**src/csr_pkg.sv**
```systemverilog
// csr address, data word, op enum, access command struct, fixed addresses, source select
package csr_pkg;

  // 12-bit csr address space
  typedef logic [11:0] csr_addr_t;

  typedef logic [31:0] word;

  // i forms take zimm as the source
  typedef enum logic [2:0] {
    op_none,
    op_rw,
    op_rs,
    op_rc,
    op_rwi,
    op_rsi,
    op_rci
  } csr_op_t;

  // one access from the core, valid when enable is high
  typedef struct packed {
    logic      enable;
    csr_addr_t addr;
    csr_op_t   op;
    logic [4:0] zimm;
    word       rs1_data;
  } csr_cmd_t;

  // threshold and nesting depth readout
  localparam csr_addr_t MIntThreshAddr = 12'h347;
  localparam csr_addr_t StackDepthAddr = 12'h350;

  // operand of an op, zimm zero extended for the immediate forms
  function automatic word csr_src(csr_cmd_t cmd);
    word src;
    case (cmd.op)
      op_rwi, op_rsi, op_rci: src = word'(cmd.zimm);
      default: src = cmd.rs1_data;
    endcase
    return src;
  endfunction

endpackage

```
**src/clic_pkg.sv**
```systemverilog
// priority sizing, pc type, entry, arbiter result, stack frame and core request structs
package clic_pkg;

  // eight priority levels
  localparam int PrioWidth = 3;

  // one saved frame per level
  localparam int StackDepth = 8;

  typedef logic [PrioWidth-1:0] prio_t;

  // word aligned instruction address, low two bits dropped
  typedef logic [29:0] pc_t;

  // 5 bits in total so a whole entry fits in zimm
  typedef struct packed {
    prio_t prio;
    logic  enabled;
    logic  pended;
  } entry_t;

  // winner of one table slice
  typedef struct packed {
    logic       hit;
    prio_t      prio;
    logic [7:0] vec;
  } arb_result_t;

  // state saved on a take, restored on mret
  typedef struct packed {
    pc_t   pc;
    prio_t thresh;
  } frame_t;

  // payload held stable while req is high
  typedef struct packed {
    logic [7:0] vec;
    pc_t        addr;
  } int_req_t;

endpackage

```
**src/csr_reg.sv**
```systemverilog
// csr_reg: one csr of any payload type with software ops and a hardware write port
`timescale 1ns/1ns

module csr_reg #(
  parameter type payload_t = logic [31:0],
  parameter csr_pkg::csr_addr_t Addr = 12'h000
) (
  input  logic               clk,
  input  logic               reset,
  input  csr_pkg::csr_cmd_t  cmd,
  input  logic               hw_write,
  input  payload_t           hw_data,
  output payload_t           data
);

  localparam int Width = $bits(payload_t);

  logic             sw_write;
  logic [Width-1:0] cur;
  logic [Width-1:0] src;
  logic [Width-1:0] next;

  // own address decode
  assign sw_write = cmd.enable && (cmd.addr == Addr);

  assign cur = data;

  // operand cut down to the payload width
  assign src = Width'(csr_pkg::csr_src(cmd));

  always_comb begin
    case (cmd.op)
      csr_pkg::op_rw, csr_pkg::op_rwi: next = src;
      // set bits
      csr_pkg::op_rs, csr_pkg::op_rsi: next = cur | src;
      // clear bits
      csr_pkg::op_rc, csr_pkg::op_rci: next = cur & ~src;
      default: next = cur;
    endcase
  end

  // hardware side wins a same cycle collision
  always_ff @(posedge clk) begin
    if (reset) begin
      data <= '0;
    end else if (hw_write) begin
      data <= hw_data;
    end else if (sw_write) begin
      data <= payload_t'(next);
    end
  end

endmodule

```
**src/clic_csr_bank.sv**
```systemverilog
// clic_csr_bank: vector, entry and threshold csrs, depth readout, read mux, pended updates
`timescale 1ns/1ns

module clic_csr_bank #(
  parameter int VecSize      = 8,
  parameter int VecCsrBase   = 'hb00,
  parameter int EntryCsrBase = 'hb20
) (
  input  logic               clk,
  input  logic               reset,
  input  csr_pkg::csr_cmd_t  cmd,
  input  logic [VecSize-1:0] irq,
  input  logic               take,
  input  logic [7:0]         take_vec,
  input  logic               thresh_write,
  input  clic_pkg::prio_t    thresh_data,
  input  logic [3:0]         stack_count,
  output clic_pkg::entry_t   entries [VecSize],
  output clic_pkg::pc_t      vec_table [VecSize],
  output clic_pkg::prio_t    thresh,
  output csr_pkg::word       out
);

  // vectors, entries, threshold, depth
  localparam int NumRegs = 2 * VecSize + 2;

  logic [NumRegs-1:0] match;
  csr_pkg::word       rd [NumRegs];

  for (genvar k = 0; k < VecSize; k++) begin : gen_vec
    logic             take_hit;
    clic_pkg::entry_t hw_entry;

    // vector address, software only
    csr_reg #(
      .payload_t(clic_pkg::pc_t),
      .Addr(csr_pkg::csr_addr_t'(VecCsrBase + k))
    ) vec_reg (
      .clk,
      .reset,
      .cmd,
      .hw_write(1'b0),
      .hw_data('0),
      .data(vec_table[k])
    );

    assign take_hit = take && (take_vec == 8'(k));

    // live irq line keeps pended set even on a take
    always_comb begin
      hw_entry = entries[k];
      hw_entry.pended = irq[k];
    end

    csr_reg #(
      .payload_t(clic_pkg::entry_t),
      .Addr(csr_pkg::csr_addr_t'(EntryCsrBase + k))
    ) entry_reg (
      .clk,
      .reset,
      .cmd,
      .hw_write(irq[k] || take_hit),
      .hw_data(hw_entry),
      .data(entries[k])
    );

    // read mux legs
    assign match[k] = (cmd.addr == csr_pkg::csr_addr_t'(VecCsrBase + k));
    assign rd[k] = csr_pkg::word'(vec_table[k]);
    assign match[VecSize+k] = (cmd.addr == csr_pkg::csr_addr_t'(EntryCsrBase + k));
    assign rd[VecSize+k] = csr_pkg::word'(entries[k]);
  end

  // threshold, also loaded by take and mret
  csr_reg #(
    .payload_t(clic_pkg::prio_t),
    .Addr(csr_pkg::MIntThreshAddr)
  ) thresh_reg (
    .clk,
    .reset,
    .cmd,
    .hw_write(thresh_write),
    .hw_data(thresh_data),
    .data(thresh)
  );

  assign match[2*VecSize] = (cmd.addr == csr_pkg::MIntThreshAddr);
  assign rd[2*VecSize] = csr_pkg::word'(thresh);

  // depth is read only, no register behind it
  assign match[2*VecSize+1] = (cmd.addr == csr_pkg::StackDepthAddr);
  assign rd[2*VecSize+1] = csr_pkg::word'(stack_count);

  // unmapped address reads zero
  always_comb begin
    out = '0;
    for (int i = 0; i < NumRegs; i++) begin
      if (match[i]) begin
        out = out | rd[i];
      end
    end
  end

  // overlapping bases would alias two registers
  a_one_match: assert property (@(posedge clk) disable iff (reset) $onehot0(match));

endmodule

```
**src/clic_arbiter.sv**
```systemverilog
// clic_arbiter: highest priority enabled and pending entry in one slice of the table
`timescale 1ns/1ns

module clic_arbiter #(
  parameter int NumVec = 4,
  parameter int Base   = 0
) (
  input  clic_pkg::entry_t      entries [NumVec],
  output clic_pkg::arb_result_t result
);

  // running best, stage k has seen entries 0..k-1
  clic_pkg::arb_result_t chain [NumVec+1];

  // empty start, no hit
  assign chain[0] = '0;

  for (genvar k = 0; k < NumVec; k++) begin : gen_chain
    logic cand;
    logic beats;

    // enabled and pending
    assign cand = entries[k].enabled && entries[k].pended;

    // strict compare so a tie stays with the lower index
    assign beats = cand && (!chain[k].hit || (entries[k].prio > chain[k].prio));

    // global index reported
    assign chain[k+1] = beats ? '{hit: 1'b1, prio: entries[k].prio, vec: 8'(Base + k)}
                              : chain[k];
  end

  assign result = chain[NumVec];

endmodule

```
**src/epc_stack.sv**
```systemverilog
// epc_stack: lifo of saved pc and threshold frames with depth count
`timescale 1ns/1ns

module epc_stack (
  input  logic             clk,
  input  logic             reset,
  input  logic             push,
  input  logic             pop,
  input  clic_pkg::frame_t frame_in,
  output clic_pkg::frame_t top,
  output logic [3:0]       count
);

  localparam int IdxWidth = $clog2(clic_pkg::StackDepth);

  clic_pkg::frame_t    mem [clic_pkg::StackDepth];
  logic [IdxWidth-1:0] wr_idx;
  logic [IdxWidth-1:0] top_idx;

  // count doubles as the next free slot
  assign wr_idx = count[IdxWidth-1:0];
  assign top_idx = IdxWidth'(count - 4'd1);

  always_ff @(posedge clk) begin
    if (reset) begin
      count <= '0;
    end else if (push) begin
      count <= count + 4'd1;
    end else if (pop) begin
      count <= count - 4'd1;
    end
  end

  // frame storage
  always_ff @(posedge clk) begin
    if (push) begin
      mem[wr_idx] <= frame_in;
    end
  end

  // zero when empty
  assign top = (count == '0) ? '0 : mem[top_idx];

  // nesting deeper than the level count
  a_no_overflow: assert property (@(posedge clk) disable iff (reset)
    push |-> (count < 4'(clic_pkg::StackDepth)));

  // mret without a matching take
  a_no_underflow: assert property (@(posedge clk) disable iff (reset)
    pop |-> (count != '0));

  a_no_push_pop: assert property (@(posedge clk) disable iff (reset) !(push && pop));

endmodule

```
**src/clic_take_ctrl.sv**
```systemverilog
// clic_take_ctrl: combines slice winners, threshold compare, req/ack FSM, stack push and pop
`timescale 1ns/1ns

module clic_take_ctrl #(
  parameter int VecSize = 8
) (
  input  logic                  clk,
  input  logic                  reset,
  input  clic_pkg::arb_result_t lo,
  input  clic_pkg::arb_result_t hi,
  input  clic_pkg::prio_t       thresh,
  input  clic_pkg::pc_t         vec_table [VecSize],
  input  clic_pkg::pc_t         pc_in,
  input  logic                  ret,
  input  clic_pkg::frame_t      top,
  input  logic                  ack,
  output logic                  take,
  output logic [7:0]            take_vec,
  output logic                  thresh_write,
  output clic_pkg::prio_t       thresh_data,
  output logic                  push,
  output logic                  pop,
  output clic_pkg::frame_t      frame,
  output logic                  req,
  output clic_pkg::int_req_t    int_req
);

  localparam int IdxWidth = $clog2(VecSize);

  // four phase handshake states
  typedef enum logic [1:0] {
    st_idle,
    st_wait_ack,
    st_wait_low
  } state_t;

  state_t                state;
  clic_pkg::arb_result_t winner;

  // tie goes to the lower half
  always_comb begin
    if (lo.hit && (!hi.hit || (lo.prio >= hi.prio))) begin
      winner = lo;
    end else begin
      winner = hi;
    end
  end

  // mret in the same cycle holds the take back
  assign take = (state == st_idle) && !ack && !ret && winner.hit && (winner.prio > thresh);
  assign take_vec = winner.vec;

  // new level on take, saved level on return
  assign thresh_write = take || ret;
  assign thresh_data = ret ? top.thresh : winner.prio;

  assign push = take;
  assign pop = ret;
  assign frame = '{pc: pc_in, thresh: thresh};

  assign req = (state == st_wait_ack);

  always_ff @(posedge clk) begin
    if (reset) begin
      state <= st_idle;
    end else begin
      case (state)
        st_idle: if (take) state <= st_wait_ack;
        // req drops on the edge that sees ack
        st_wait_ack: if (ack) state <= st_wait_low;
        // core must release ack first
        st_wait_low: if (!ack) state <= st_idle;
        default: state <= st_idle;
      endcase
    end
  end

  // payload latched once per take
  always_ff @(posedge clk) begin
    if (take) begin
      int_req.vec <= winner.vec;
      int_req.addr <= vec_table[winner.vec[IdxWidth-1:0]];
    end
  end

  a_payload_stable: assert property (@(posedge clk) disable iff (reset)
    req |=> (!req || $stable(int_req)));

endmodule

```
**src/n_clic.sv**
```systemverilog
// n_clic: top level wiring csr bank, two slice arbiters, take controller and epc stack
`timescale 1ns/1ns

module n_clic #(
  parameter int VecSize      = 8,
  parameter int VecCsrBase   = 'hb00,
  parameter int EntryCsrBase = 'hb20
) (
  input  logic               clk,
  input  logic               reset,
  input  csr_pkg::csr_cmd_t  cmd,
  input  logic [VecSize-1:0] irq,
  input  clic_pkg::pc_t      pc_in,
  input  logic               ret,
  input  logic               ack,
  output csr_pkg::word       out,
  output logic               req,
  output clic_pkg::int_req_t int_req,
  output clic_pkg::pc_t      epc
);

  localparam int Half = VecSize / 2;

  clic_pkg::entry_t      entries [VecSize];
  clic_pkg::pc_t         vec_table [VecSize];
  clic_pkg::prio_t       thresh;
  clic_pkg::arb_result_t lo_result;
  clic_pkg::arb_result_t hi_result;
  logic                  take;
  logic [7:0]            take_vec;
  logic                  thresh_write;
  clic_pkg::prio_t       thresh_data;
  logic                  push;
  logic                  pop;
  clic_pkg::frame_t      frame;
  clic_pkg::frame_t      top;
  logic [3:0]            stack_count;

  // table must split evenly and fit the entry csr window
  if ((VecSize % 2 != 0) || (VecSize < 2) || (VecSize > 32)) begin : gen_bad_size
    $error("VecSize must be even and in 2..32");
  end

  clic_csr_bank #(
    .VecSize(VecSize),
    .VecCsrBase(VecCsrBase),
    .EntryCsrBase(EntryCsrBase)
  ) bank (.*);

  // lower slice
  clic_arbiter #(
    .NumVec(Half),
    .Base(0)
  ) arb_lo (
    .entries(entries[0:Half-1]),
    .result(lo_result)
  );

  // upper slice
  clic_arbiter #(
    .NumVec(Half),
    .Base(Half)
  ) arb_hi (
    .entries(entries[Half:VecSize-1]),
    .result(hi_result)
  );

  clic_take_ctrl #(
    .VecSize(VecSize)
  ) ctrl (
    .clk,
    .reset,
    .lo(lo_result),
    .hi(hi_result),
    .thresh,
    .vec_table,
    .pc_in,
    .ret,
    .top,
    .ack,
    .take,
    .take_vec,
    .thresh_write,
    .thresh_data,
    .push,
    .pop,
    .frame,
    .req,
    .int_req
  );

  epc_stack stack (
    .clk,
    .reset,
    .push,
    .pop,
    .frame_in(frame),
    .top,
    .count(stack_count)
  );

  // return address visible before the pop
  assign epc = top.pc;

endmodule

```
**config.mk**
```make
export PLATFORM = sky130hd
export DESIGN_NAME = n_clic
export DESIGN_NICKNAME = d
export VERILOG_FILES = /design/src/csr_pkg.sv /design/src/clic_pkg.sv /design/src/csr_reg.sv /design/src/clic_csr_bank.sv /design/src/clic_arbiter.sv /design/src/epc_stack.sv /design/src/clic_take_ctrl.sv /design/src/n_clic.sv
export SDC_FILE = /design/constraint.sdc
export NUM_CORES = 1
export LEC_CHECK = 0
export BUFFER_PORTS_ARGS = -buffer_cell sky130_fd_sc_hd__buf_2
export CORE_MARGIN = 4
export CORE_UTILIZATION = 24
export CTS_BUF_LIST = sky130_fd_sc_hd__clkbuf_8
export DETAILED_ROUTE_END_ITERATION = 8
export GPL_TIMING_DRIVEN = 0
export PLACE_DENSITY = 0.37
export SYNTH_ARGS = -nofsm -noshare
export SYNTH_HDL_FRONTEND = slang
export SYNTH_HIERARCHICAL = 1
export SYNTH_SLANG_ARGS = --single-unit
```
**constraint.sdc**
```tcl
create_clock -name clk -period 12.6 [get_ports clk]
set_clock_uncertainty 0.2 [all_clocks]
set_input_delay 1.26 -clock clk [delete_from_list [all_inputs] [get_ports clk]]
set_output_delay 1.26 -clock clk [all_outputs]
set_load 0.005 [all_outputs]
```
==> results_dict.tcl <==
set metrics [dict create \
    status "finished clean" \
    ios 196 \
    p_sw_mw 1.85 \
    place_congestion 0.939 \
    synth_top_area_share_pct 21.0 \
    yosys_warnings 6 \
    finalNonFillerCells 7703 \
    synth_area_leaders "edfxtp_1 (21%), dfxtp_1 (13%), a2111oi_0 (7.1%)" \
    crit_path_end "bank/gen_vec[1].entry_reg/data[3]" \
    worstSetupStartpoint "bank/gen_vec[0].entry_reg/data[0]" \
    finalNetCount 5353 \
    top_layer "met4" \
    finalWorstSetupSlack_ns 2.51 \
    h-tree-depth 3 \
    r2r_cells 36 \
    path_clk_slew_ns 0.06 \
    vias 45000 \
    syn_area_sq_um 43200 \
    r2r-end "bank/gen_vec[1].entry_reg/data[3]" \
    cts_setup_buffers 0 \
    drv_slew 0 \
    combPwrFrac_pct 19.0 \
    path_class "flop to flop" \
    antenna_found_initial 14 \
    die_x_microns 432 \
    gr-total-overflow 0 \
    hold_buffers 0 \
    async_reset_ff_share_pct 0 \
    antenna_left 0 \
    drtIter0Drc 5175 \
    post-place-ws_ns 2.72 \
    ys.flop_type "edfxtp_1" \
    rsz0062_at_grt "false" \
    seqPwrFrac_pct 42.4 \
    clock_latency_ns 0.97 \
    worst_ep_required_time_ns 13.18 \
    synth-edff-count 302 \
    setup_viol 0 \
    dr.pass1.iters 8 \
    num_rows 155 \
    drive_gt1_share_pct 15.1 \
    portBuffers 161 \
    powerDensity_nw_per_um2 104 \
    tightest_slew_ns 1.30 \
    cp_max_fo 17 \
    clock-sinks 591 \
    yosysSeqAreaShare_pct 34.4 \
    synth.distinct_cells 101 \
    relSlewSlack_pct 12.4 \
    r2r-start "bank/gen_vec[0].entry_reg/data[0]" \
    grt_pass1_vias 42500 \
    grt_start_max_net_pins 64 \
    p_leak_nw 15.8 \
    grt.total_usage_pct 24.0 \
    endpoint_kind "flop" \
    synthCells 4670 \
    hpwl_microns 165000 \
    wl_met1_microns 100000 \
    fin_crit_ns 10.09 \
    clockBufferDepth 3 \
    wirelength_microns 233000 \
    slowest_delay_ns 0.73 \
    power_mw 5.30 \
    dp.cells 7466 \
    cap_violations 0 \
    synth.avg_cell_area_sq_um 9.24 \
    dieHeight_microns 432 \
    final-hold-violation-count 0 \
    post_cts_resized 0 \
    fillCellCount 19100 \
    p_sw_share_pct 34.8 \
    grt_pass1_wl_microns 328000 \
    avgRoutedWirePerCell_microns 30.2 \
    cts_buffers 119 \
    syn_to_final_growth_pct 17.6 \
    fmax_mhz 99.2 \
    initial_utilization_pct 24.2 \
    cts_root_buffer "clkbuf_8" \
    worstSetupStartpointType "flop" \
    yosys.area.top_type "edfxtp_1" \
    die-area_sq_um 187000 \
    drc_errors 0 \
    ys_ff_latch 591 \
    p_clk_share_pct 38.6 \
    cp.arrival_ns 10.67 \
    cts_tree "built" \
    routed_via_density 5.84 \
    peakVddDrop_v 0.000111 \
    critPathSlowestCell "a311oi_4" \
    reg2reg_slack_ns 2.51 \
    core_area_sq_um 179000 \
    hold_path_class "flop to flop" \
    wl_met2_microns 103000 \
    power.internal_mw 3.45 \
    post-route-period-util_pct 80.0 \
    wl_met3_microns 16100 \
]
cells in the final DEF, fill, tap and decap left out, types with 80 or more instances in the layout:
cell,count
nor3_1,232
dfxtp_1,289
clkbuf_8,128
o22ai_1,151
nor2_1,89
clkbuf_1,381
a21oi_1,327
o21ai_0,339
o21a_1,120
a221oi_1,202
conb_1,261
inv_1,274
a22oi_1,246
buf_2,223
a221o_1,80
edfxtp_1,302
a2111oi_0,350
nand3_1,130
nand2_1,87
worst min path at each step:
| stage | to | startpoint | depth (start not counted) |
|---|---|---|---|
| finish | ctrl/state[1] | ctrl/state[1] | 2 |
| global route | stack/mem[2][28] | pc_in[25] | 1 |
| CTS | stack/mem[2][32] | pc_in[29] | 1 |
| detailed placement | ctrl/state[1] | ctrl/state[1] | 2 |
| global placement | ctrl/state[1] | ctrl/state[1] | 2 |
| floorplan | ctrl/state[1] | ctrl/state[1] | 2 |
stage by stage:
stage / area (sq um) / hold slack (ns) / TNS (ns) / utilization [%]
after floorplan: 44100 / 0.263 / 0 / -
after global placement: 47900 / 0.283 / -991.16 / 26.8
after detailed placement: 48300 / 0.297 / 0 / 27.1
after CTS: 50700 / 0.252 / 0 / 28.4
after global routing: 50700 / 0.256 / 0 / 28.4
final: 50800 / 0.300 / 0 / 28.4
logic make-up (layout without fill, tap and decap cells):
| kind of cell | after synthesis | after routing | share of synthesized area [%] |
|---|---|---|---|
| multiplexers | 160 | 160 | 5.96 |
| other | 3 | 272 | 0.0261 |
| AND/OR/NAND/NOR | 877 | 877 | 12.0 |
| AO/OA/AOI/OAI | 2216 | 2216 | 38.5 |
| adder cells (fa/ha/maj) | 26 | 26 | 0.754 |
| flip-flops | 591 | 591 | 34.4 |
| XOR/XNOR | 2 | 2 | 0.0406 |
| buffers and inverters | 795 | 1204 | 8.31 |
synthesized netlist by cell type, drive strengths merged, types with 29 or more instances:
library cell	number
edfxtp	302
nor3	236
dfxtp	289
and3	65
a211oi	48
o32a	60
nand3	130
a32o	47
o21a	122
buf	178
mux2i	29
mux4	71
a221oi	208
o22ai	152
a221o	80
a21oi	331
inv	235
and2	52
a2111oi	400
a22o	50
nor3b	64
a22oi	246
o32ai	42
nor2	97
mux2	60
nand2	87
o21ai	357
clkbuf	382
state kept, by name (all words and copies together) (netlist names):
name                         flops
stack/mem                      264
ctrl/int_req                    38
bank/gen_vec.entry_reg/data     40
stack/count                      4
ctrl/state                       2
bank/thresh_reg/data             3
bank/gen_vec.vec_reg/data      240
power by group through the flow:
stage                     Sequential, mW  Combinational, mW  Clock, mW
final                               2.25               1.01       2.04
after global placement              2.28              0.976          0
after global routing                2.24               1.10       2.21
after detailed placement            2.28              0.981          0
after floorplan                     2.17              0.606          0
after CTS                           2.24              0.984       2.13
routing by layer:
metal	GRT usage, %	vias up
met2	37.2	1944
li1	-	20200
met3	4.46	414
met5	0	-
met4	12.3	0
met1	31.9	22500
critical path: cells and delay by family (launching register included):
kind	cells	cell delay, ns
adder cells (fa/ha/maj)	5	1.65
buffers and inverters	3	0.50
AND/OR/NAND/NOR	7	1.90
multiplexers	1	0.44
AO/OA/AOI/OAI	20	4.66
flip-flops	1	0.61
cell type report:
class                   count  area, sq um  share of cell area (%)
well taps                2355         2950                    5.80
diodes                     11         27.5                  0.0542
flip-flops and latches    591        14900                    29.3
clock inverters            98          628                    1.24
inverters                 235          882                    1.74
multi-input cells        3542        25800                    50.7
plain buffers             560         2700                    5.33
clock buffers             128         1760                    3.47
repair buffers            183         1200                    2.36
(Power assumes the default switching activity.)
